--- src/common/isa_pkg.sv ---
package isa_pkg;

  localparam int XLEN = 32;

  typedef enum logic [6:0] {
    OP     = 7'b0110011,
    OP_IMM = 7'b0010011,
    LOAD   = 7'b0000011,
    STORE  = 7'b0100011,
    BRANCH = 7'b1100011,
    JAL    = 7'b1101111
  } opcode_e;

  localparam logic [2:0] F3_ADD_SUB = 3'b000;
  localparam logic [2:0] F3_SLT     = 3'b010;
  localparam logic [2:0] F3_XOR     = 3'b100;
  localparam logic [2:0] F3_OR      = 3'b110;
  localparam logic [2:0] F3_AND     = 3'b111;
  localparam logic [2:0] F3_BEQ     = 3'b000;
  localparam logic [2:0] F3_BNE     = 3'b001;
  localparam logic [6:0] F7_SUB     = 7'b0100000;

  typedef enum logic [2:0] {
    ALU_ADD,
    ALU_SUB,
    ALU_AND,
    ALU_OR,
    ALU_XOR,
    ALU_SLT
  } alu_op_e;

  // same word seen as R-type or as I-type
  typedef union packed {
    struct packed {
      logic [6:0] funct7;
      logic [4:0] rs2;
      logic [4:0] rs1;
      logic [2:0] funct3;
      logic [4:0] rd;
      opcode_e    opcode;
    } r;
    struct packed {
      logic [11:0] imm12;
      logic [4:0]  rs1;
      logic [2:0]  funct3;
      logic [4:0]  rd;
      opcode_e     opcode;
    } i;
  } instr_u;

  localparam logic [XLEN-1:0] NOP_WORD = 32'h0000_0013; // addi x0,x0,0

endpackage

--- src/common/pipe_pkg.sv ---
package pipe_pkg;

  typedef struct packed {
    logic [isa_pkg::XLEN-1:0] pc;
    isa_pkg::instr_u          instr;
  } if_id_t;

  typedef struct packed {
    logic [isa_pkg::XLEN-1:0] opr_a;
    logic [isa_pkg::XLEN-1:0] opr_b;
    logic [isa_pkg::XLEN-1:0] store_data;
    isa_pkg::alu_op_e         alu_op;
    logic [4:0]               rd;
    logic                     reg_write;
    logic                     mem_read;
    logic                     mem_write;
    logic                     link;
    logic [isa_pkg::XLEN-1:0] link_pc;
  } id_ex_t;

  typedef struct packed {
    logic [isa_pkg::XLEN-1:0] result;
    logic [isa_pkg::XLEN-1:0] store_data;
    logic [4:0]               rd;
    logic                     reg_write;
    logic                     mem_read;
    logic                     mem_write;
  } ex_mem_t;

  typedef struct packed {
    logic [4:0]               rd;
    logic [isa_pkg::XLEN-1:0] data;
    logic                     reg_write;
  } mem_wb_t;

  typedef enum logic [1:0] {
    FWD_NONE = 2'd0,
    FWD_EX   = 2'd1,
    FWD_MEM  = 2'd2
  } fwd_sel_e;

  typedef struct packed {
    logic [4:0]               rd;
    logic [isa_pkg::XLEN-1:0] data;
  } retire_t;

endpackage

--- src/rtl/fetch_unit.sv ---
module fetch_unit #(
  parameter int IMEM_DEPTH = 64
) (
  input  logic                          clk_i,
  input  logic                          reset_i,
  input  logic                          start_i,
  input  logic                          imem_we_i,
  input  logic [$clog2(IMEM_DEPTH)-1:0] imem_addr_i,
  input  logic [isa_pkg::XLEN-1:0]      imem_data_i,
  input  logic                          stall_i,
  input  logic                          flush_i,
  input  logic                          pc_redirect_i,
  input  logic [isa_pkg::XLEN-1:0]      target_i,
  output pipe_pkg::if_id_t              if_id_o
);

  localparam int AW = $clog2(IMEM_DEPTH);

  logic [isa_pkg::XLEN-1:0] imem [IMEM_DEPTH];
  logic [isa_pkg::XLEN-1:0] pc;
  logic                     running;

  always_ff @(posedge clk_i) begin
    if (imem_we_i)
      imem[imem_addr_i] <= imem_data_i;  // program load port
  end

  always_ff @(posedge clk_i) begin
    if (reset_i)
      running <= 1'b0;
    else if (start_i)
      running <= 1'b1;
  end

  always_ff @(posedge clk_i) begin
    if (reset_i)
      pc <= '0;
    else if (running && !stall_i)
      pc <= pc_redirect_i ? target_i : pc + 32'd4;
  end

  always_ff @(posedge clk_i) begin
    if (reset_i) begin
      if_id_o.pc    <= '0;
      if_id_o.instr <= isa_pkg::NOP_WORD;
    end else if (!stall_i) begin
      if_id_o.pc    <= pc;
      // squash the wrong-path word
      if_id_o.instr <= (running && !flush_i) ? imem[pc[AW+1:2]] : isa_pkg::NOP_WORD;
    end
  end

endmodule

--- config.mk ---
export PLATFORM = sky130hd
export DESIGN_NAME = fetch_unit
export DESIGN_NICKNAME = d
export VERILOG_FILES = /design/src/common/isa_pkg.sv /design/src/common/pipe_pkg.sv /design/src/rtl/fetch_unit.sv
export SDC_FILE = /design/constraint.sdc
export NUM_CORES = 2
export LEC_CHECK = 0
export BUFFER_PORTS_ARGS = -buffer_cell sky130_fd_sc_hd__buf_2
export CAP_MARGIN = 20
export CORE_MARGIN = 2
export CORE_UTILIZATION = 41
export DETAILED_ROUTE_END_ITERATION = 10
export PLACE_DENSITY = 0.6
export SLEW_MARGIN = 0
export SYNTH_ARGS = -nofsm -noshare
export SYNTH_HDL_FRONTEND = slang
export SYNTH_SLANG_ARGS = --single-unit
export TNS_END_PERCENT = 30
--- constraint.sdc ---
create_clock -name clk_i -period 3.5 [get_ports clk_i]
set_input_delay 0 -clock clk_i [delete_from_list [all_inputs] [get_ports clk_i]]
set_output_delay 0 -clock clk_i [all_outputs]
set_load 0.05 [all_outputs]
==> flow_metrics.env <==
export IMPL_synthDistinctLibCells=62
export IMPL_tightest_slew_ns=1.09
export IMPL_antenna_found_initial=22
export IMPL_ys_flop_type="edfxtp_1"
export IMPL_final_fill_count=16100
export IMPL_grt_overflow=0
export IMPL_yosysTopAreaCell="edfxtp_1"
export IMPL_rsz0062_at_grt="false"
export IMPL_cts_root_buffer="clkbuf_16"
export IMPL_cp_startpoint="pc[9]"
export IMPL_syn_avg_cell_area_sq_um=22.0
export IMPL_cp_slowest_stage_delay_ns=0.85
export IMPL_cp_required_ns=4.23
export IMPL_p_total_mw=53.7
export IMPL_layout_min_cycle_time_ns=3.30
export IMPL_cts_tree="done"
export IMPL_first_global_vias=41700
export IMPL_tns_ns=0
export IMPL_maxCapViolCount=0
export IMPL_finalSetupViolations=0
export IMPL_vias=41600
export IMPL_cts_clk_slew_worst_paths_ns=0.06
export IMPL_die_y_um=453
export IMPL_coreArea_sq_um=200000
export IMPL_critical_path_top_delay_family="simple AND/OR/NAND/NOR gates"
export IMPL_synth_area_sq_um=82600
export IMPL_max_freq_ghz=0.303
export IMPL_grt_use_total=0.219
export IMPL_yosysMostFrequentCell="edfxtp_1"
export IMPL_place_hpwl_mm=130
export IMPL_start_util=0.413
export IMPL_finalCritPeriodShare=0.942
export IMPL_skew_ns=0.0271
export IMPL_synth_common_cells="2048 x edfxtp_1, 548 x mux4_2, 157 x mux2i_1, 136 x nor2_1, 103 x dfxtp_1"
export IMPL_r2r_start="pc[9]"
export IMPL_maxSlewHeadroom=0.272
export IMPL_ant_nets=0
export IMPL_fin_ws_ns=0.202
export IMPL_avgViaCountPerCell=5.83
export IMPL_hp_class="input port to register"
export IMPL_status="finished clean"
export IMPL_path_class="register to register"
export IMPL_cp_start_kind="register"
export IMPL_power_leakage_nw=30.0
export IMPL_async_reset_ff_frac=0
export IMPL_grt_pass1_wl_mm=317
export IMPL_multi_input_area_sq_um=18300
export IMPL_die_width_um=453
export IMPL_gp_congestion=0.811
export IMPL_cp_num_buf_inv=2
export IMPL_cpMaxStageDelayCell="nor3_1"
export IMPL_worstSetupEndpointType="register"
export IMPL_ios=141
export IMPL_clkSinkCount=2151
export IMPL_dr_pass1_iters=5
export IMPL_path_cells="nand4_1 -> nor3_1 -> nand4_1 -> mux2i_1 -> dlygate4sd3_1 -> a211oi_1 -> dlygate4sd3_1"
export IMPL_clk_latency_ns=0.86
export IMPL_routedWlPerCell_um=31.6
export IMPL_synth_top_area_frac=0.745
export IMPL_worstPathMaxFanout=7
export IMPL_crit_arrival_ns=4.02
export IMPL_hold_slack_ns=0.0220
export IMPL_pre_cts_ws_ns=0.465
export IMPL_yosysSeqAreaShare=0.770
export IMPL_grt_max_degree=67
export IMPL_drive_gt1_frac=0.303
export IMPL_drtIter0Drc=5238
export IMPL_synth_edf_count=2048
export IMPL_ir_worst_vdd_v=0.000440
export IMPL_cts_htree_levels=4
export IMPL_synthCells=3757
export IMPL_seq_area_sq_um=63600
export IMPL_netlist_top_cells_area="edfxtp_1 74%, mux4_2 15%, dfxtp_1 2.5%"
export IMPL_wl_mm=225
export IMPL_syn2layout_area_growth_pct=17.5
export IMPL_power_density_nw_per_um2=553
export IMPL_final_max_slew_viol_count=0
export IMPL_ys_seq_elements=2151
export IMPL_row_count=164
export IMPL_drc=0
export IMPL_syn_nets=3835
export IMPL_min_delay_start="imem_data_i[30]"
export IMPL_numCtsBuffers=212
export IMPL_fin_nets=4368
export IMPL_io_buffers=140
export IMPL_ys_warn_count=0
export IMPL_clockBufferDepth=3
export IMPL_hold_viol=0
export IMPL_die_area_sq_um=205000
-- cell type report --
class / count / area share
Sequential cell: 2151 / 0.655
Multi-Input combinational cell: 1387 / 0.189
Clock buffer: 284 / 0.0597
Timing Repair Buffer: 534 / 0.0503
Tap cell: 2656 / 0.0342
Clock inverter: 114 / 0.0117
Inverter: 4 / 0.000206
Antenna cell: 6 / 0.000155
-- path summary, 6_finish.rpt --
kind	end	slack, ns	cells after the start
max	pc[23]	0.20	7
min	imem[12][30]	0.02	2
max reg2reg	pc[23]	0.20	7
min reg2reg	if_id_o[43]	0.49	2
-- layout by cell type, fill, tap and decap left out, drive strengths merged, types with 12 or more instances in the layout --
master	count
mux2	16
nand4	15
o31ai	14
nand2	92
mux4	548
nand2b	13
clkbuf	284
a22oi	57
and2	13
dlygate4sd3	133
buf	401
nor2	137
bufinv	16
a211oi	19
inv	12
o22ai	13
edfxtp	2048
nor3	13
nor2b	16
nand3	41
o21ai	41
clkinv	80
mux2i	157
dfxtp	103
o211ai	18
a21oi	58
-- what timing repair did --
action	CTS	global route
endpoints found under the hold margin	2089	0
hold buffers	133	0
setup buffers	0	0
resized for setup	0	0
-- registers in the layout, indices dropped and copies added (netlist names), named ones only --
register / flops
running: 1
imem: 2048
if_id_o: 64
pc: 32
-- power breakdown --
part           internal, mW  switching (mW)
sequential             28.4           0.100
combinational          1.08            1.52
clock                  12.8            9.78
-- routing by layer --
| metal | wire (um) | vias up | global-route usage |
|---|---|---|---|
| li1 | - | 17000 | - |
| met1 | 92500 | 22400 | 0.310 |
| met2 | 107000 | 1892 | 0.346 |
| met3 | 19400 | 308 | 0.0457 |
| met4 | 6040 | 10 | 0.0633 |
| met5 | 60 | - | 0 |
-- stage by stage --
stage	cell area, sq um	cells	util
floorplan	82600	3757	-
global placement	88300	6577	0.441
detailed placement	88300	6577	0.441
finish	97000	7136	0.485
global route	97000	7133	0.485
CTS	96600	7108	0.483
-- worst reg2reg max path, cell delays in order, from the launching register on --
cell and delay, ns:
dfxtp_1 0.48, nand4_1 0.23, nor3_1 0.85, nand4_1 0.18
mux2i_1 0.19, dlygate4sd3_1 0.58, a211oi_1 0.08, dlygate4sd3_1 0.60
-- kinds of logic after synthesis --
family	after synthesis	synth area share
muxes	721	0.171
buffers and inverters	219	0.0147
AOI/OAI and AO/OA	289	0.0238
DFF	2151	0.770
adders and majority gates	1	0.000151
and+or+nand+nor	376	0.0212
No activity file was read; power rests on OpenSTA's default activity.
