`src/common/isa_pkg.sv`:
```
package isa_pkg;

  localparam int XLEN = 32;

  typedef enum logic [6:0] {
    OP     = 7'b0110011,
    OP_IMM = 7'b0010011,
    LOAD   = 7'b0000011,
    STORE  = 7'b0100011,
    BRANCH = 7'b1100011,
    JAL    = 7'b1101111
  } opcode_e;

  localparam logic [2:0] F3_ADD_SUB = 3'b000;
  localparam logic [2:0] F3_SLT     = 3'b010;
  localparam logic [2:0] F3_XOR     = 3'b100;
  localparam logic [2:0] F3_OR      = 3'b110;
  localparam logic [2:0] F3_AND     = 3'b111;
  localparam logic [2:0] F3_BEQ     = 3'b000;
  localparam logic [2:0] F3_BNE     = 3'b001;
  localparam logic [6:0] F7_SUB     = 7'b0100000;

  typedef enum logic [2:0] {
    ALU_ADD,
    ALU_SUB,
    ALU_AND,
    ALU_OR,
    ALU_XOR,
    ALU_SLT
  } alu_op_e;

  // same word seen as R-type or as I-type
  typedef union packed {
    struct packed {
      logic [6:0] funct7;
      logic [4:0] rs2;
      logic [4:0] rs1;
      logic [2:0] funct3;
      logic [4:0] rd;
      opcode_e    opcode;
    } r;
    struct packed {
      logic [11:0] imm12;
      logic [4:0]  rs1;
      logic [2:0]  funct3;
      logic [4:0]  rd;
      opcode_e     opcode;
    } i;
  } instr_u;

  localparam logic [XLEN-1:0] NOP_WORD = 32'h0000_0013; // addi x0,x0,0

endpackage

```
`src/common/pipe_pkg.sv`:
```
package pipe_pkg;

  typedef struct packed {
    logic [isa_pkg::XLEN-1:0] pc;
    isa_pkg::instr_u          instr;
  } if_id_t;

  typedef struct packed {
    logic [isa_pkg::XLEN-1:0] opr_a;
    logic [isa_pkg::XLEN-1:0] opr_b;
    logic [isa_pkg::XLEN-1:0] store_data;
    isa_pkg::alu_op_e         alu_op;
    logic [4:0]               rd;
    logic                     reg_write;
    logic                     mem_read;
    logic                     mem_write;
    logic                     link;
    logic [isa_pkg::XLEN-1:0] link_pc;
  } id_ex_t;

  typedef struct packed {
    logic [isa_pkg::XLEN-1:0] result;
    logic [isa_pkg::XLEN-1:0] store_data;
    logic [4:0]               rd;
    logic                     reg_write;
    logic                     mem_read;
    logic                     mem_write;
  } ex_mem_t;

  typedef struct packed {
    logic [4:0]               rd;
    logic [isa_pkg::XLEN-1:0] data;
    logic                     reg_write;
  } mem_wb_t;

  typedef enum logic [1:0] {
    FWD_NONE = 2'd0,
    FWD_EX   = 2'd1,
    FWD_MEM  = 2'd2
  } fwd_sel_e;

  typedef struct packed {
    logic [4:0]               rd;
    logic [isa_pkg::XLEN-1:0] data;
  } retire_t;

endpackage

```
`src/rtl/memory_unit.sv`:
```
module memory_unit #(
  parameter int DMEM_DEPTH = 64
) (
  input  logic                     clk_i,
  input  logic                     reset_i,
  input  pipe_pkg::ex_mem_t        ex_mem_i,
  output logic [isa_pkg::XLEN-1:0] mem_fwd_o,
  output pipe_pkg::mem_wb_t        wb_o,
  output logic                     retire_valid_o,
  output pipe_pkg::retire_t        retire_o
);

  localparam int AW = $clog2(DMEM_DEPTH);

  logic [isa_pkg::XLEN-1:0] dmem [DMEM_DEPTH];
  logic [AW-1:0]            addr;

  assign addr = ex_mem_i.result[AW+1:2];  // word index

  always_ff @(posedge clk_i) begin
    if (ex_mem_i.mem_write)
      dmem[addr] <= ex_mem_i.store_data;
  end

  // read in mem, captured into mem/wb below
  assign mem_fwd_o = ex_mem_i.mem_read ? dmem[addr] : ex_mem_i.result;

  always_ff @(posedge clk_i) begin
    if (reset_i) begin
      wb_o.reg_write <= 1'b0;
    end else begin
      wb_o.rd        <= ex_mem_i.rd;
      wb_o.data      <= mem_fwd_o;
      wb_o.reg_write <= ex_mem_i.reg_write;
    end
  end

  assign retire_valid_o = wb_o.reg_write && wb_o.rd != 5'd0;
  assign retire_o.rd    = wb_o.rd;
  assign retire_o.data  = wb_o.data;

endmodule

```
`config.mk`:
```
export PLATFORM = sky130hd
export DESIGN_NAME = memory_unit
export DESIGN_NICKNAME = d
export VERILOG_FILES = /design/src/common/isa_pkg.sv /design/src/common/pipe_pkg.sv /design/src/rtl/memory_unit.sv
export SDC_FILE = /design/constraint.sdc
export NUM_CORES = 2
export LEC_CHECK = 0
export BUFFER_PORTS_ARGS = -buffer_cell sky130_fd_sc_hd__buf_2
export CAP_MARGIN = 10
export CELL_PAD_IN_SITES_DETAIL_PLACEMENT = 0
export CELL_PAD_IN_SITES_GLOBAL_PLACEMENT = 1
export CORE_UTILIZATION = 30
export DETAILED_ROUTE_END_ITERATION = 10
export GPL_TIMING_DRIVEN = 1
export PLACE_DENSITY = 0.46
export SLEW_MARGIN = 20
export SYNTH_ARGS = -nofsm -noshare
export SYNTH_HDL_FRONTEND = slang
export SYNTH_SLANG_ARGS = --single-unit
```
`constraint.sdc`:
```
create_clock -name clk_i -period 10.2 [get_ports clk_i]
set_input_delay 1.02 -clock clk_i [delete_from_list [all_inputs] [get_ports clk_i]]
set_output_delay 1.02 -clock clk_i [all_outputs]
set_load 0.1 [all_outputs]
```
==> out/qor_table.md <==
| Group | Parameter | Value |
| --- | --- | --- |
| logic synthesis | Area fraction in compound gates after synthesis | 0.0828 |
| logic synthesis | Cell taking the most area after synthesis | edfxtp_1 |
| clocking | Number of post-CTS setup repair buffers | 0 |
| global route | GR Util met1 | 0.349 |
| logic synthesis | Most instantiated library cell after synthesis | edfxtp_1 |
| logic synthesis | Proportion of register bits with asynchronous set or reset after synthesis | 0 |
| global route | First-pass GRT wire length | 440 mm |
| flow run | Max-capacitance violation count | 0 |
| logic synthesis | Top area cells in the synthesized netlist | edfxtp_1 (78%), mux4_2 (4.7%), a221oi_1 (2.4%), mux2i_1 (2.3%), mux2_2 (2.1%) |
| min path | Path type of the worst min-delay path | input pin to flip-flop |
| timing | Clock period minus worst slack | 6.70 ns |
| worst setup path | CP required | 9.18 ns |
| clocking | Count of cells resized by post-cts repair | 0 |
| global route | Top Usage Layer GRT | met2 |
| detailed routing | Drt first-iter violations | 6094 |
| die | I/O pins | 182 |
| logic synthesis | Fraction of synthesized cell area taken by the top area cell type | 0.779 |
| detailed routing | Vias | 46738 |
| final layout | Net count reported at finish | 4571 |
| global route | Met2 demand-to-capacity share in global routing | 0.388 |
| global route | Number of global-route vias before repair | 44879 |
| status | Result of the run | finished, final reports clean |
| worst setup path | Critical Path, Cell by Cell | buf_8 -> inv_4 -> buf_4 -> nor2_1 -> buf_4 -> a22oi_1 -> nand3_1 -> nor4_1 -> a41oi_1 -> buf_2 |
| placement | Number of port buffers | 181 |
| placement | Weighted congestion reported at the end of routability-driven placement | 0.816 |
| placement | Dpl cell area | 0.0862 mm² |
| timing | Transition at the pin with the smallest max-transition slack | 1.22 ns |
| final layout | Fillers | 25113 |
| detailed routing | Routed wirelength normalized by instance count | 40.7 µm |
| logic synthesis | Proportion of synthesized chip area in sequential cells | 0.779 |
| logic synthesis | Count of mapped cells out of synthesis | 4220 |
| placement | Detailed placer's ending HPWL | 191 mm |
| die | Chip height | 520 µm |
| final layout | Sequential cell area | 0.0626 mm² |
| global route | Antenna violations before repair | 22 |
| logic synthesis | Total of flip-flops plus latches after synthesis | 2086 |
| global route | Met3 Resource Use GR | 0.0394 |
| logic synthesis | Post-synthesis area per instance | 19.0 µm² |
| timing | Worst clock skew | 0.0323 ns |
| global route | Gr usage total | 0.244 |
| clocking | Deepest level of the CTS H-tree | 4 |
| die | Die outline area | 0.270 mm² |
| power | Power per cell area | 202 mW/mm² |
| logic synthesis | Yosys warning count | 0 |
| worst setup path | Worst path most repeated cell | buf_4 |
| final layout | Share of final-layout standard cells stronger than drive strength 1 | 0.233 |
| logic synthesis | Commonest register cell after synthesis | edfxtp_1 |
| clocking | Number of buffers created by CTS | 228 |
| worst setup path | Arrival time at the worst endpoint | 5.68 ns |
| timing | Final-layout setup total negative slack | 0 ns |
| worst setup path | Launching element type of the critical path | input pin |
| logic synthesis | Netlist cell types | 78 |
| timing | Hold Fails Final Rpt | 0 |
| worst setup path | Max stage delay cell, worst path | nor4_1 |
| die | Row Count | 189 |
| logic synthesis | Post-Synth Simple-Gate Area | 0.0216 |
| clocking | Buffer depth of the longest clock path | 3 |
| timing | Hold slack | 0.311 ns |
| final layout | Area of the multi-input gates | 0.0165 mm² |
| logic synthesis | Portion of netlist area occupied by mux cells | 0.0935 |
| detailed routing | Final WL | 335 mm |
| power | Static Leakage | 29.1 nW |
| clocking | Latest clock arrival within the worst-skew pair | 0.89 ns |
| timing | Unrepaired setup endpoints after global routing | no |
| die | Initial standard-cell utilization of the core | 0.302 |
| timing | Fraction of the cycle the final worst path needs | 0.657 |
| detailed routing | Number of vias per cell after detailed routing | 5.67 |
| global route | GRT overflow | 0 |
| clocking | CTS tree | done |
| timing | Pins over their slew limit | 0 |
| die | Die width | 520 µm |
| logic synthesis | Post-synthesis share of cell area spent on xor and xnor gates | 0 |
| logic synthesis | Synth Area in Adders | 0 |
| global route | Maximum number of pins on one net before global-route repair | 86 |
| logic synthesis | Top cell types by occurrence after synthesis | edfxtp_1 (2085), a221oi_1 (220), nor2_1 (193), mux2i_1 (188), mux4_2 (169) |
| power | Worst ir drop on vdd | 0.157 mV |
| final layout | Signed area change from the synthesized netlist to the final layout | 16.0% |
| detailed routing | 1st-pass router iterations | 5 |
| detailed routing | DRC | 0 |
| detailed routing | Post-route antenna net violation count | 0 |
| worst setup path | Kind of capture point of the worst setup path | output port |
| logic synthesis | Post-synth design cell area | 0.0804 mm² |
| worst setup path | Crit Path Max Fanout | 36 |
| logic synthesis | Dominant combinational cell family by area after synthesis | multiplexers |
| final layout | Design area | 0.0932 mm² |
| clocking | Hold-fix buffers, CTS | 0 |
| worst setup path | Largest stage delay, worst path | 0.80 ns |
| timing | Maximum frequency from static timing analysis | 149 MHz |
| die | Placeable core area | 0.266 mm² |
| timing | Rel. slew slack | 0.189 |
| logic synthesis | Count of flip-flops with a built-in enable after synthesis | 2085 |
| logic synthesis | Net Count, Synth | 4294 |
| clocking | Root Driver | clkbuf_16 |
| final layout | Share of the core filled with cells | 0.351 |
| clocking | TritonCTS Sinks | 2086 |
| clocking | Clock transition at the registers of the reported paths | 0.06 ns |
| worst setup path | Critical path class | input pin to output port |
| timing | Final setup violating endpoints | 0 |
==> kinds of logic after synthesis <==
| logic type | count (synthesis) |
|---|---|
| flip-flops | 2086 |
| AO/OA/AOI/OAI | 901 |
| multiplexers | 515 |
| AND/OR/NAND/NOR | 393 |
| buffers and inverters | 325 |
==> metal layers <==
metal / wire length, µm / up-vias
li1: - / 18200
met1: 148000 / 26149
met2: 156000 / 2030
met3: 23200 / 357
met4: 7810 / 2
met5: 20 / -
==> per-stage QoR <==
step	instances	setup WS, ns	total power [W]
2_1_floorplan	4220	5.02	0.0105
3_3_place_gp	7792	3.29	0.0111
3_5_place_dp	7800	3.41	0.0111
4_1_cts	8230	3.40	0.0189
5_1_grt	8231	3.47	0.0193
6_report	8241	3.50	0.0188
==> cells in the final DEF (no fill, tap or decap), types with 13 or more instances in the layout <==
cell,synthesis,final
o22a_1,19,19
nand2_1,96,95
nor2_1,193,120
clkbuf_16,0,229
a22o_1,34,34
mux4_2,169,169
a22oi_1,162,162
clkbuf_1,83,70
nor2_4,0,71
mux2i_1,188,188
a21oi_1,109,109
buf_2,107,167
a221oi_1,220,220
nand3_1,24,23
a211oi_1,13,13
clkinv_2,0,41
clkinv_1,1,64
buf_4,74,177
buf_12,1,17
a221o_1,36,36
edfxtp_1,2085,2085
o32a_1,17,17
o21ai_0,114,114
mux2_2,150,150
a31oi_1,23,23
o22ai_1,69,69
o211ai_1,15,15
==> flip-flops by register name (all words and copies together), names as in the netlist <==
register / flops
dmem: 2048
wb_o: 1
retire_o: 37
==> area by class of cell <==
type	count	share of cell area
Sequential cell	2086	0.672
Multi-Input combinational cell	1809	0.177
Clock buffer	299	0.0643
Tap cell	3533	0.0474
Timing Repair Buffer	367	0.0282
Clock inverter	131	0.0102
Inverter	5	0.000349
Antenna cell	11	0.000295
==> path summary, 6_finish.rpt <==
kind | start | to | slack [ns] | cells after the start
worst max register to register | dmem[15][10]$_DFFE_PP_ | retire_o[10]$_DFFE_PN_ | 6.98 | 5
worst min-delay path | ex_mem_i[3] | retire_o[32]$_DFFE_PN_ | 0.31 | 1
worst max-delay path | ex_mem_i[44] | mem_fwd_o[10] | 3.50 | 10
worst min register to register | dmem[31][25]$_DFFE_PP_ | retire_o[25]$_DFFE_PN_ | 0.96 | 3
==> critical path, delay by kind of cell <==
| family | cells | cell delay, ns |
|---|---|---|
| AOI/OAI and AO/OA | 2 | 0.82 |
| and+or+nand+nor | 3 | 1.63 |
| buffers and inverters | 5 | 2.05 |
==> power breakdown <==
group          internal [W]  total, W  switching [W]
Combinational      0.000311   0.00141        0.00110
Sequential          0.00951   0.00953      0.0000192
Clock               0.00433   0.00785        0.00352
Total                0.0142    0.0188        0.00464
Power figures use the tool's default switching activity.
