$ cat src/common/isa_pkg.sv
package isa_pkg;

  localparam int XLEN = 32;

  typedef enum logic [6:0] {
    OP     = 7'b0110011,
    OP_IMM = 7'b0010011,
    LOAD   = 7'b0000011,
    STORE  = 7'b0100011,
    BRANCH = 7'b1100011,
    JAL    = 7'b1101111
  } opcode_e;

  localparam logic [2:0] F3_ADD_SUB = 3'b000;
  localparam logic [2:0] F3_SLT     = 3'b010;
  localparam logic [2:0] F3_XOR     = 3'b100;
  localparam logic [2:0] F3_OR      = 3'b110;
  localparam logic [2:0] F3_AND     = 3'b111;
  localparam logic [2:0] F3_BEQ     = 3'b000;
  localparam logic [2:0] F3_BNE     = 3'b001;
  localparam logic [6:0] F7_SUB     = 7'b0100000;

  typedef enum logic [2:0] {
    ALU_ADD,
    ALU_SUB,
    ALU_AND,
    ALU_OR,
    ALU_XOR,
    ALU_SLT
  } alu_op_e;

  // same word seen as R-type or as I-type
  typedef union packed {
    struct packed {
      logic [6:0] funct7;
      logic [4:0] rs2;
      logic [4:0] rs1;
      logic [2:0] funct3;
      logic [4:0] rd;
      opcode_e    opcode;
    } r;
    struct packed {
      logic [11:0] imm12;
      logic [4:0]  rs1;
      logic [2:0]  funct3;
      logic [4:0]  rd;
      opcode_e     opcode;
    } i;
  } instr_u;

  localparam logic [XLEN-1:0] NOP_WORD = 32'h0000_0013; // addi x0,x0,0

endpackage

$ cat src/common/pipe_pkg.sv
package pipe_pkg;

  typedef struct packed {
    logic [isa_pkg::XLEN-1:0] pc;
    isa_pkg::instr_u          instr;
  } if_id_t;

  typedef struct packed {
    logic [isa_pkg::XLEN-1:0] opr_a;
    logic [isa_pkg::XLEN-1:0] opr_b;
    logic [isa_pkg::XLEN-1:0] store_data;
    isa_pkg::alu_op_e         alu_op;
    logic [4:0]               rd;
    logic                     reg_write;
    logic                     mem_read;
    logic                     mem_write;
    logic                     link;
    logic [isa_pkg::XLEN-1:0] link_pc;
  } id_ex_t;

  typedef struct packed {
    logic [isa_pkg::XLEN-1:0] result;
    logic [isa_pkg::XLEN-1:0] store_data;
    logic [4:0]               rd;
    logic                     reg_write;
    logic                     mem_read;
    logic                     mem_write;
  } ex_mem_t;

  typedef struct packed {
    logic [4:0]               rd;
    logic [isa_pkg::XLEN-1:0] data;
    logic                     reg_write;
  } mem_wb_t;

  typedef enum logic [1:0] {
    FWD_NONE = 2'd0,
    FWD_EX   = 2'd1,
    FWD_MEM  = 2'd2
  } fwd_sel_e;

  typedef struct packed {
    logic [4:0]               rd;
    logic [isa_pkg::XLEN-1:0] data;
  } retire_t;

endpackage

$ cat src/rtl/hazard_ctrl.sv
module hazard_ctrl (
  input  logic [4:0]          rs1_i,
  input  logic [4:0]          rs2_i,
  input  logic [4:0]          ex_rd_i,
  input  logic                ex_reg_write_i,
  input  logic                ex_mem_read_i,
  input  logic [4:0]          mem_rd_i,
  input  logic                mem_reg_write_i,
  input  logic                branch_taken_i,
  input  logic                is_jump_i,
  output pipe_pkg::fwd_sel_e  fwd_a_o,
  output pipe_pkg::fwd_sel_e  fwd_b_o,
  output logic                stall_o,
  output logic                flush_o,
  output logic                pc_redirect_o
);

  logic ex_valid, mem_valid;

  // a producer writing x0 never forwards
  assign ex_valid  = ex_reg_write_i && ex_rd_i != 5'd0;
  assign mem_valid = mem_reg_write_i && mem_rd_i != 5'd0;

  always_comb begin
    fwd_a_o = pipe_pkg::FWD_NONE;
    if (ex_valid && ex_rd_i == rs1_i)
      fwd_a_o = pipe_pkg::FWD_EX;  // youngest wins
    else if (mem_valid && mem_rd_i == rs1_i)
      fwd_a_o = pipe_pkg::FWD_MEM;
  end

  always_comb begin
    fwd_b_o = pipe_pkg::FWD_NONE;
    if (ex_valid && ex_rd_i == rs2_i)
      fwd_b_o = pipe_pkg::FWD_EX;
    else if (mem_valid && mem_rd_i == rs2_i)
      fwd_b_o = pipe_pkg::FWD_MEM;
  end

  // load result not ready until mem
  assign stall_o = ex_mem_read_i && ex_valid && (ex_rd_i == rs1_i || ex_rd_i == rs2_i);

  assign flush_o       = (branch_taken_i || is_jump_i) && !stall_o;
  assign pc_redirect_o = flush_o;

endmodule

$ cat config.mk
export PLATFORM = sky130hd
export DESIGN_NAME = hazard_ctrl
export DESIGN_NICKNAME = d
export VERILOG_FILES = /design/src/common/isa_pkg.sv /design/src/common/pipe_pkg.sv /design/src/rtl/hazard_ctrl.sv
export SDC_FILE = /design/constraint.sdc
export NUM_CORES = 1
export LEC_CHECK = 0
export BUFFER_PORTS_ARGS = -buffer_cell sky130_fd_sc_hd__buf_2
export CORE_AREA = 8 8 45 47
export DETAILED_ROUTE_END_ITERATION = 7
export DIE_AREA = 0 0 53 55
export PLACE_DENSITY_LB_ADDON = 0.05
export SETUP_SLACK_MARGIN = 0.1
export SYNTH_ARGS = -nofsm -noshare
export SYNTH_HDL_FRONTEND = slang
export SYNTH_SLANG_ARGS = --single-unit
$ cat constraint.sdc
create_clock -name vclk -period 1.43
set_input_delay 0.0715 -clock vclk [all_inputs]
set_output_delay 0.0715 -clock vclk [all_outputs]
set_load 0.005 [all_outputs]
==> metrics.csv, run 1 <==
stage,metric,value,unit
route,Post-DRT Antenna Nets,0,
timing,Slew Limit Fails,0,
worst_hold_path,Hold WC Path Type,in2out,
cells_and_area,FF+latch count,0,
floorplanning,Die Span X,53,um
setup_path,Worst path max stage delay,0.54,ns
cells_and_area,storage element area,0,sq um
global_routing,global route overflow,0,
cells_and_area,clk_buf instances,0,
setup_path,CP max stage cell,or4_4,
placement,IO Port Bufs,32,
timing,Worst-Margin Slew,0.243,ns
pwr,pwr dens,266,nW/um^2
timing,crit share post-route,95.9,%
setup_path,"Req. time, crit path",1.36,ns
global_routing,pin count of the biggest net entering global routing,4,
cells_and_area,post-route insts no fill,93,
timing,Setup-failing EPs final,0,
cells_and_area,fill cell count,162,
timing,Rel. slew slack,83.7,%
route,Via Count,410,
outcome,outcome,"finished, final reports clean",
placement,dpl hpwl,1060,um
floorplanning,Initial Util,22.3,%
placement,RD Place Congestion,0.727,
route,WL final,1180,um
floorplanning,I/O pin cnt,32,
setup_path,critical path launch point type,primary input,
cells_and_area,Layout Utilization,45.5,%
yosys,Syn Nets,64,
cells_and_area,fraction of layout cells with a size suffix above 1,64.9,%
yosys,top-area cell type share of the netlist area,45.3,%
floorplanning,die height,55,um
setup_path,Worst Setup End Kind,output pin,
worst_hold_path,Hold Path Stages,4,
yosys,syn avg cell area,7.92,sq um
cells_and_area,Layout area overhead,104,%
cells_and_area,post-route cell area,629,sq um
placement,placed cells,90,
yosys,synth warn,0,
floorplanning,FP Rows,14,
cts,hold_buf cts,0,
setup_path,worst-path maximum fanout,3,
route,Initial DRT Pass Iterations,2,
timing,Fin Hold WS,0.452,ns
placement,Area after DPL,512,sq um
setup_path,"Worst Path Class, Setup",in2out,
placement,Place WS,-0.0109,ns
yosys,post-synthesis sequential area ratio,0,%
yosys,cell taking the most area after synthesis,xor2_1,
timing,RSZ-0062 raised after global routing,yes,
yosys,"top cells by count, synth","16 x xor2_1, 4 x nor2_1, 4 x xnor2_1",
yosys,Cells after Synth,39,
yosys,most common cell in the netlist,xor2_1,
global_routing,GRT Total Usage,7.85,%
route,routed vias/inst,4.41,
floorplanning,die footprint,2920,sq um
timing,Setup TNS Final,0,ns
cells_and_area,footprint of the multi-input gates,342,sq um
cells_and_area,fin nets,104,
pwr,VDD IR max,96.9,uV
setup_path,most frequent CP cell,buf_6,
pwr,Design Power,0.168,mW
yosys,Yosys cell types,13,
flow_run,Max Cap Violations,0,
global_routing,initial antenna violation count,0,
yosys,cell area after synthesis,309,sq um
global_routing,vias in the first global route,445,
timing,Setup WS post-layout,0.0584,ns
global_routing,first-pass GRT wire length,1880,um
route,Residual DRC,0,
yosys,most area-consuming cells after synthesis,"xor2_1 45%, xnor2_1 11%, nor4_2 8.1%",
floorplanning,core area,1380,sq um
timing,Fmax achieved,729,MHz
route,DR iter-0 viols,2,
timing,"Hold Vio Cnt, Final",0,
pwr,LEAKAGE,0.291,nW
cells_and_area,antenna diode count,0,
route,WL/cell,12.7,um
setup_path,CP Cell Sequence,buf_6 > or4_4 > o21ai_4 > buf_6 > nor2_4 > nor4_2 > buf_2,
timing,min Tclk post-route,1.37,ns
setup_path,CP arrival,1.30,ns
[final timing paths]
| check | start | endpoint | slack [ns] |
|---|---|---|---|
| setup / recovery | ex_rd_i[4] | fwd_b_o[1] | 0.06 |
| hold / removal | ex_mem_read_i | stall_o | 0.45 |
[what timing repair did]
| action | in CTS | in global routing |
|---|---|---|
| setup buffers | 2 | 1 |
| endpoints found under the setup margin | 5 | 5 |
| gates resized for setup | 13 | 6 |
| pin swaps | 12 | 4 |
[layer usage]
| layer | track usage, % | wire (um) |
|---|---|---|
| met4 | 0 | 0 |
| met1 | 9.80 | 526 |
| met3 | 1.87 | 109 |
| met2 | 14.1 | 545 |
| met5 | 0 | 0 |
[power by group]
part | total (mW) | switching, mW | internal (mW)
Sequential | 0 | 0 | 0
Combinational | 0.168 | 0.0736 | 0.0940
Clock | 0 | 0 | 0
[worst max-delay path, delay by kind of cell]
| kind | cells | cell delay, ns |
|---|---|---|
| simple gates | 3 | 0.69 |
| compound gates | 1 | 0.17 |
| buf+inv | 3 | 0.36 |
[area by class of cell]
| class | instances | share of cell area, % |
|---|---|---|
| multi-input cells | 37 | 54.3 |
| inverters | 1 | 0.596 |
| repair buffers | 39 | 41.9 |
| well taps | 16 | 3.18 |
[kinds of logic after synthesis]
kind of cell              synth area share, %
AOI/OAI and AO/OA                        9.31
xor gates and xnor gates                 56.7
buffers and inverters                    3.64
and+or+nand+nor                          30.4
[layout by cell type, fill, tap and decap left out, types with 2 or more instances in the layout]
| cell | n |
|---|---|
| or4_4 | 3 |
| buf_4 | 6 |
| nand3_1 | 2 |
| xor2_1 | 15 |
| xnor2_1 | 4 |
| buf_2 | 25 |
| nor2_1 | 2 |
| buf_6 | 7 |
No activity file was read; power rests on OpenSTA's default activity.
==> run 2: changes to the inputs <==
CORE_AREA = 2 2 39 41   (was 8 8 45 47)
DIE_AREA = 0 0 41 43   (was 0 0 53 55)
==> run 2 against run 1 <==
Compared with the run above: wire length decreased by 16%; final cell count unchanged; highest routed layer unchanged; die area decreased by 40%; sequential share of layout area unchanged; flip-flop and latch count unchanged; hold slack got worse by 0.0055 ns.
==> metrics.csv, run 2 (synthesis results as in run 1) <==
stage,metric,value,unit,change
global_routing,initial antenna violation count,0,,unchanged
global_routing,GRT Total Usage,11.7,%,was 7.85%
cells_and_area,footprint of the multi-input gates,322,sq um,was 342 sq um
route,DR top layer,met3,,unchanged
timing,Setup-failing EPs final,0,,unchanged
timing,min Tclk post-route,1.37,ns,about the same
global_routing,vias in the first global route,348,,was 445
placement,RD Place Congestion,0.642,,was 0.727
floorplanning,core area,1380,sq um,unchanged
pwr,pwr dens,265,nW/um^2,was 266 nW/um^2
route,routed vias/inst,4.32,,was 4.41
cells_and_area,fill cell count,148,,was 162
cells_and_area,"commonest cells after routing, fill and taps aside","26 x buf_2, 16 x xor2_1, 7 x buf_6, 5 x buf_4, 4 x xnor2_1",,"was 25 x buf_2, 15 x xor2_1, 7 x buf_6, 6 x buf_4, 4 x xnor2_1"
route,WL final,996,um,was 1180 um
route,Residual DRC,0,,unchanged
cells_and_area,fin nets,104,,unchanged
route,Initial DRT Pass Iterations,2,,unchanged
global_routing,pin count of the biggest net entering global routing,4,,unchanged
cells_and_area,Layout Utilization,43.9,%,was 45.5%
timing,Fin Hold WS,0.447,ns,was 0.452 ns
cells_and_area,Layout area overhead,96.4,%,was 104%
setup_path,CP arrival,1.30,ns,about the same
timing,Rel. slew slack,87.7,%,was 83.7%
cells_and_area,fraction of layout cells with a size suffix above 1,62.3,%,was 64.9%
global_routing,global route overflow,0,,unchanged
floorplanning,FP Rows,14,,unchanged
global_routing,first-pass GRT wire length,1500,um,was 1880 um
pwr,VDD IR max,98.8,uV,was 96.9 uV
timing,RSZ-0062 raised after global routing,yes,,unchanged
pwr,LEAKAGE,0.287,nW,was 0.291 nW
floorplanning,Initial Util,22.3,%,unchanged
route,WL/cell,10.7,um,was 12.7 um
route,Via Count,402,,was 410
timing,Worst-Margin Slew,0.183,ns,was 0.243 ns
setup_path,"Worst Path Class, Setup",in2out,,unchanged
timing,Slew Limit Fails,0,,unchanged
pwr,Design Power,0.161,mW,was 0.168 mW
route,wire length on met3,90,um,was 109 um
cells_and_area,clk_buf instances,0,,unchanged
cells_and_area,storage element area,0,sq um,unchanged
cells_and_area,FF+latch count,0,,unchanged
route,Post-DRT Antenna Nets,0,,unchanged
route,DR iter-0 viols,3,,was 2
cells_and_area,antenna diode count,0,,unchanged
floorplanning,I/O pin cnt,32,,unchanged
timing,"Hold Vio Cnt, Final",0,,unchanged
timing,crit share post-route,96.0,%,was 95.9%
route,Routed met2 length,497,um,was 545 um
setup_path,worst-path maximum fanout,3,,unchanged
floorplanning,die footprint,1760,sq um,was 2920 sq um
outcome,outcome,"finished, final reports clean",,unchanged
flow_run,Max Cap Violations,0,,unchanged
floorplanning,Die Span X,41,um,was 53 um
route,M1 WL,408,um,was 526 um
placement,IO Port Bufs,32,,unchanged
worst_hold_path,Hold WC Path Type,in2out,,unchanged
setup_path,Worst Setup End Kind,output pin,,unchanged
placement,Area after DPL,519,sq um,was 512 sq um
setup_path,"Req. time, crit path",1.36,ns,about the same
setup_path,critical path launch point type,primary input,,unchanged
cells_and_area,"commonest non-fill, non-tap cell in the layout",buf_2,,unchanged
cells_and_area,post-route cell area,607,sq um,was 629 sq um
cts,hold_buf cts,0,,unchanged
timing,Fmax achieved,729,MHz,about the same
placement,dpl hpwl,926,um,was 1060 um
floorplanning,die height,43,um,was 55 um
==> run 2: cell counts in the layout (fill, tap and decap cells not counted) <==
Identical to the previous run, type by type.
==> run 2: path summary, 6_finish.rpt <==
| path | startpoint | depth (start not counted) | endpoint | slack (ns) |
|---|---|---|---|---|
| worst max-delay path | ex_rd_i[4] | 7 | fwd_b_o[1] | 0.06 |
| worst min-delay path | ex_mem_read_i | 4 | stall_o | 0.45 |
==> run 2: final cells by class <==
| class | instances | share of cell area [%] |
|---|---|---|
| inverter | 1 | 0.619 |
| multi-input combinational | 37 | 53.0 |
| timing repair buffer | 39 | 43.1 |
| tap | 16 | 3.30 |
==> run 2: what timing repair did <==
item | 4_1_cts | 5_1_grt
pin swaps | 11 | 5
resized for setup | 10 | 6
endpoints found under the hold margin | 0 | 0
cloned | 0 | 0
setup buffers | 1 | 1
endpoints found under the setup margin | 4 | 5
==> run 2: per-stage QoR <==
step / TNS, ns / std cells / setup WS (ns)
after floorplan: 0 / 39 / 0.240
after global placement: -0.00891 / 91 / -0.00460
after detailed placement: -0.00707 / 91 / -0.00707
after CTS: 0 / 92 / 0.0383
after global routing: -0.0201 / 93 / -0.0201
final: 0 / 93 / 0.0578
==> run 2: power by group <==
group          switching (mW)  internal, mW  total, mW
registers                   0             0          0
logic                  0.0702        0.0904      0.161
clock network               0             0          0
total                  0.0702        0.0904      0.161
==> run 2: worst max-delay path: stages <==
cell,delay [ns]
buf_6,0.09
or4_4,0.54
o21ai_4,0.18
buf_6,0.12
nor2_4,0.03
nor4_2,0.12
buf_2,0.15
==> run 2: per-layer routing <==
metal | vias up | track usage, %
met5 | - | 0
met4 | 0 | 0
met3 | 0 | 0
met2 | 17 | 20.3
met1 | 174 | 16.5
li1 | 211 | -
==> run 3: changes to the inputs <==
CELL_PAD_IN_SITES_DETAIL_PLACEMENT = 0   (was unset)
CELL_PAD_IN_SITES_GLOBAL_PLACEMENT = 1   (was unset)
==> run 3 against run 2 <==
Compared with the run above: die area is the same; final area grew 0.41%; combinational power is essentially flat; core utilization grew 0.18 points; largest power group unchanged; first-iteration DRC count shrank 100%; power shrank 1.3%; flip-flop and latch count is the same; via count shrank 2.5%; critical path depth is the same; maximum frequency shrank 0.19%; sequential share of layout area is the same; critical path type unchanged; wire length shrank 0.30%.
==> metrics.csv, run 3 (synthesis results as in run 1) <==
stage,metric,value,unit,change
timing,"Hold Vio Cnt, Final",0,,unchanged
placement,RD Place Congestion,0.730,,was 0.642
cells_and_area,storage element area,0,sq um,unchanged
setup_path,"Req. time, crit path",1.36,ns,about the same
worst_hold_path,Hold WC Path Type,in2out,,unchanged
cells_and_area,clk_buf instances,0,,unchanged
pwr,LEAKAGE,0.280,nW,was 0.287 nW
route,WL final,993,um,was 996 um
timing,Setup-failing EPs final,0,,unchanged
floorplanning,die height,43,um,unchanged
pwr,switching portion of total power,43.4,%,was 43.7%
setup_path,Worst Setup End Kind,output pin,,unchanged
setup_path,worst-path maximum fanout,3,,unchanged
floorplanning,I/O pin cnt,32,,unchanged
setup_path,critical path launch point type,primary input,,unchanged
global_routing,vias in the first global route,416,,was 348
global_routing,initial antenna violation count,0,,unchanged
placement,placed cells,90,,was 91
global_routing,first-pass GRT wire length,1620,um,was 1500 um
route,Post-DRT Antenna Nets,0,,unchanged
floorplanning,Die Span X,41,um,unchanged
timing,Slew Limit Fails,0,,unchanged
pwr,VDD IR max,89.7,uV,was 98.8 uV
placement,IO Port Bufs,32,,unchanged
pwr,clock share of power,0,%,about the same
setup_path,"Worst Path Class, Setup",in2out,,unchanged
setup_path,CP arrival,1.30,ns,about the same
route,routed vias/inst,4.36,,was 4.32
timing,crit share post-route,96.1,%,was 96.0%
pwr,pwr dens,260,nW/um^2,was 265 nW/um^2
timing,min Tclk post-route,1.37,ns,about the same
timing,Fmax achieved,727,MHz,was 729 MHz
outcome,outcome,"finished, final reports clean",,unchanged
timing,RSZ-0062 raised after global routing,yes,,unchanged
global_routing,global route overflow,0,,unchanged
floorplanning,die footprint,1760,sq um,unchanged
cells_and_area,antenna diode count,0,,unchanged
pwr,Reg power frac,0,%,about the same
route,Via Count,392,,was 402
cells_and_area,Layout area overhead,97.2,%,was 96.4%
timing,Rel. slew slack,82.7,%,was 87.7%
route,WL/cell,11.0,um,was 10.7 um
pwr,switching power total,0.0687,mW,was 0.0702 mW
cells_and_area,"commonest cells after routing, fill and taps aside","22 x buf_2, 16 x xor2_1, 10 x buf_6, 4 x xnor2_1",,"was 26 x buf_2, 16 x xor2_1, 7 x buf_6, 5 x buf_4, 4 x xnor2_1"
floorplanning,FP Rows,14,,unchanged
pwr,Cell Int Power,0.0897,mW,was 0.0904 mW
route,DR iter-0 viols,0,,was 3
pwr,combinational share of power,100.0,%,about the same
floorplanning,core area,1380,sq um,unchanged
global_routing,pin count of the biggest net entering global routing,4,,unchanged
flow_run,Max Cap Violations,0,,unchanged
cells_and_area,fin nets,101,,was 104
cells_and_area,FF+latch count,0,,unchanged
cells_and_area,post-route insts no fill,90,,was 93
cells_and_area,"commonest non-fill, non-tap cell in the layout",buf_2,,unchanged
cells_and_area,fraction of layout cells with a size suffix above 1,58.1,%,was 62.3%
route,Residual DRC,0,,unchanged
timing,Worst-Margin Slew,0.258,ns,was 0.183 ns
route,Initial DRT Pass Iterations,1,,was 2
placement,dpl hpwl,895,um,was 926 um
global_routing,GRT Total Usage,12.5,%,was 11.7%
timing,Setup TNS Final,0,ns,unchanged
floorplanning,Initial Util,22.3,%,unchanged
==> run 3: cell types whose count changed in the layout (fill, tap and decap cells not counted), sizes merged <==
cell / delta
buf: -3
==> run 3: layout make-up <==
cell class | instances | area [sq um]
fill | 159 | 774
multi-input combinational | 37 | 325
timing repair buffer | 36 | 260
tap | 16 | 20.0
inverter | 1 | 3.75
==> run 3: critical path, stage by stage <==
cell and delay, ns:
buf_6 0.09, or4_4 0.54, o21ai_4 0.20, buf_6 0.12, a211oi_4 0.03, nor2_1 0.12, buf_2 0.13
==> run 3: repair_timing <==
item,CTS,global route
buffers inserted,1,0
setup endpoints to repair,5,5
pin swaps,11,5
gates resized for setup,13,7
hold buffers,0,0
==> run 3: worst paths after layout <==
kind	slack, ns	to	startpoint	cells past startpoint
worst min-delay path	0.48	stall_o	ex_mem_read_i	4
worst max-delay path	0.06	flush_o	ex_rd_i[1]	7
==> run 3: metrics by stage <==
| stage | utilization, % | power [mW] | hold slack [ns] | worst slack, ns | area, sq um |
|---|---|---|---|---|---|
| 2_1_floorplan | - | 0.0582 | 0.225 | 0.240 | 309 |
| 3_3_place_gp | 37.0 | 0.134 | 0.453 | -0.0372 | 512 |
| 3_5_place_dp | 37.0 | 0.132 | 0.456 | -0.0502 | 512 |
| 4_1_cts | 41.6 | 0.151 | 0.455 | 0.0379 | 576 |
| 5_1_grt | 44.0 | 0.175 | 0.505 | -0.0206 | 609 |
| 6_report | 44.0 | 0.158 | 0.480 | 0.0552 | 609 |
==> run 3: layer usage <==
layer	vias up	part of all wire, %	GRT usage (%)
met2	21	48	22.8
met3	0	12	0
met4	0	0	0
met1	166	40	16.5
li1	205	-	-
met5	-	0	0
==> run 3: power by group through the flow <==
stage	logic, mW	clock network (mW)	registers, mW
after global routing	0.175	0	0
after CTS	0.151	0	0
after detailed placement	0.132	0	0
final	0.158	0	0
after floorplan	0.0582	0	0
after global placement	0.134	0	0
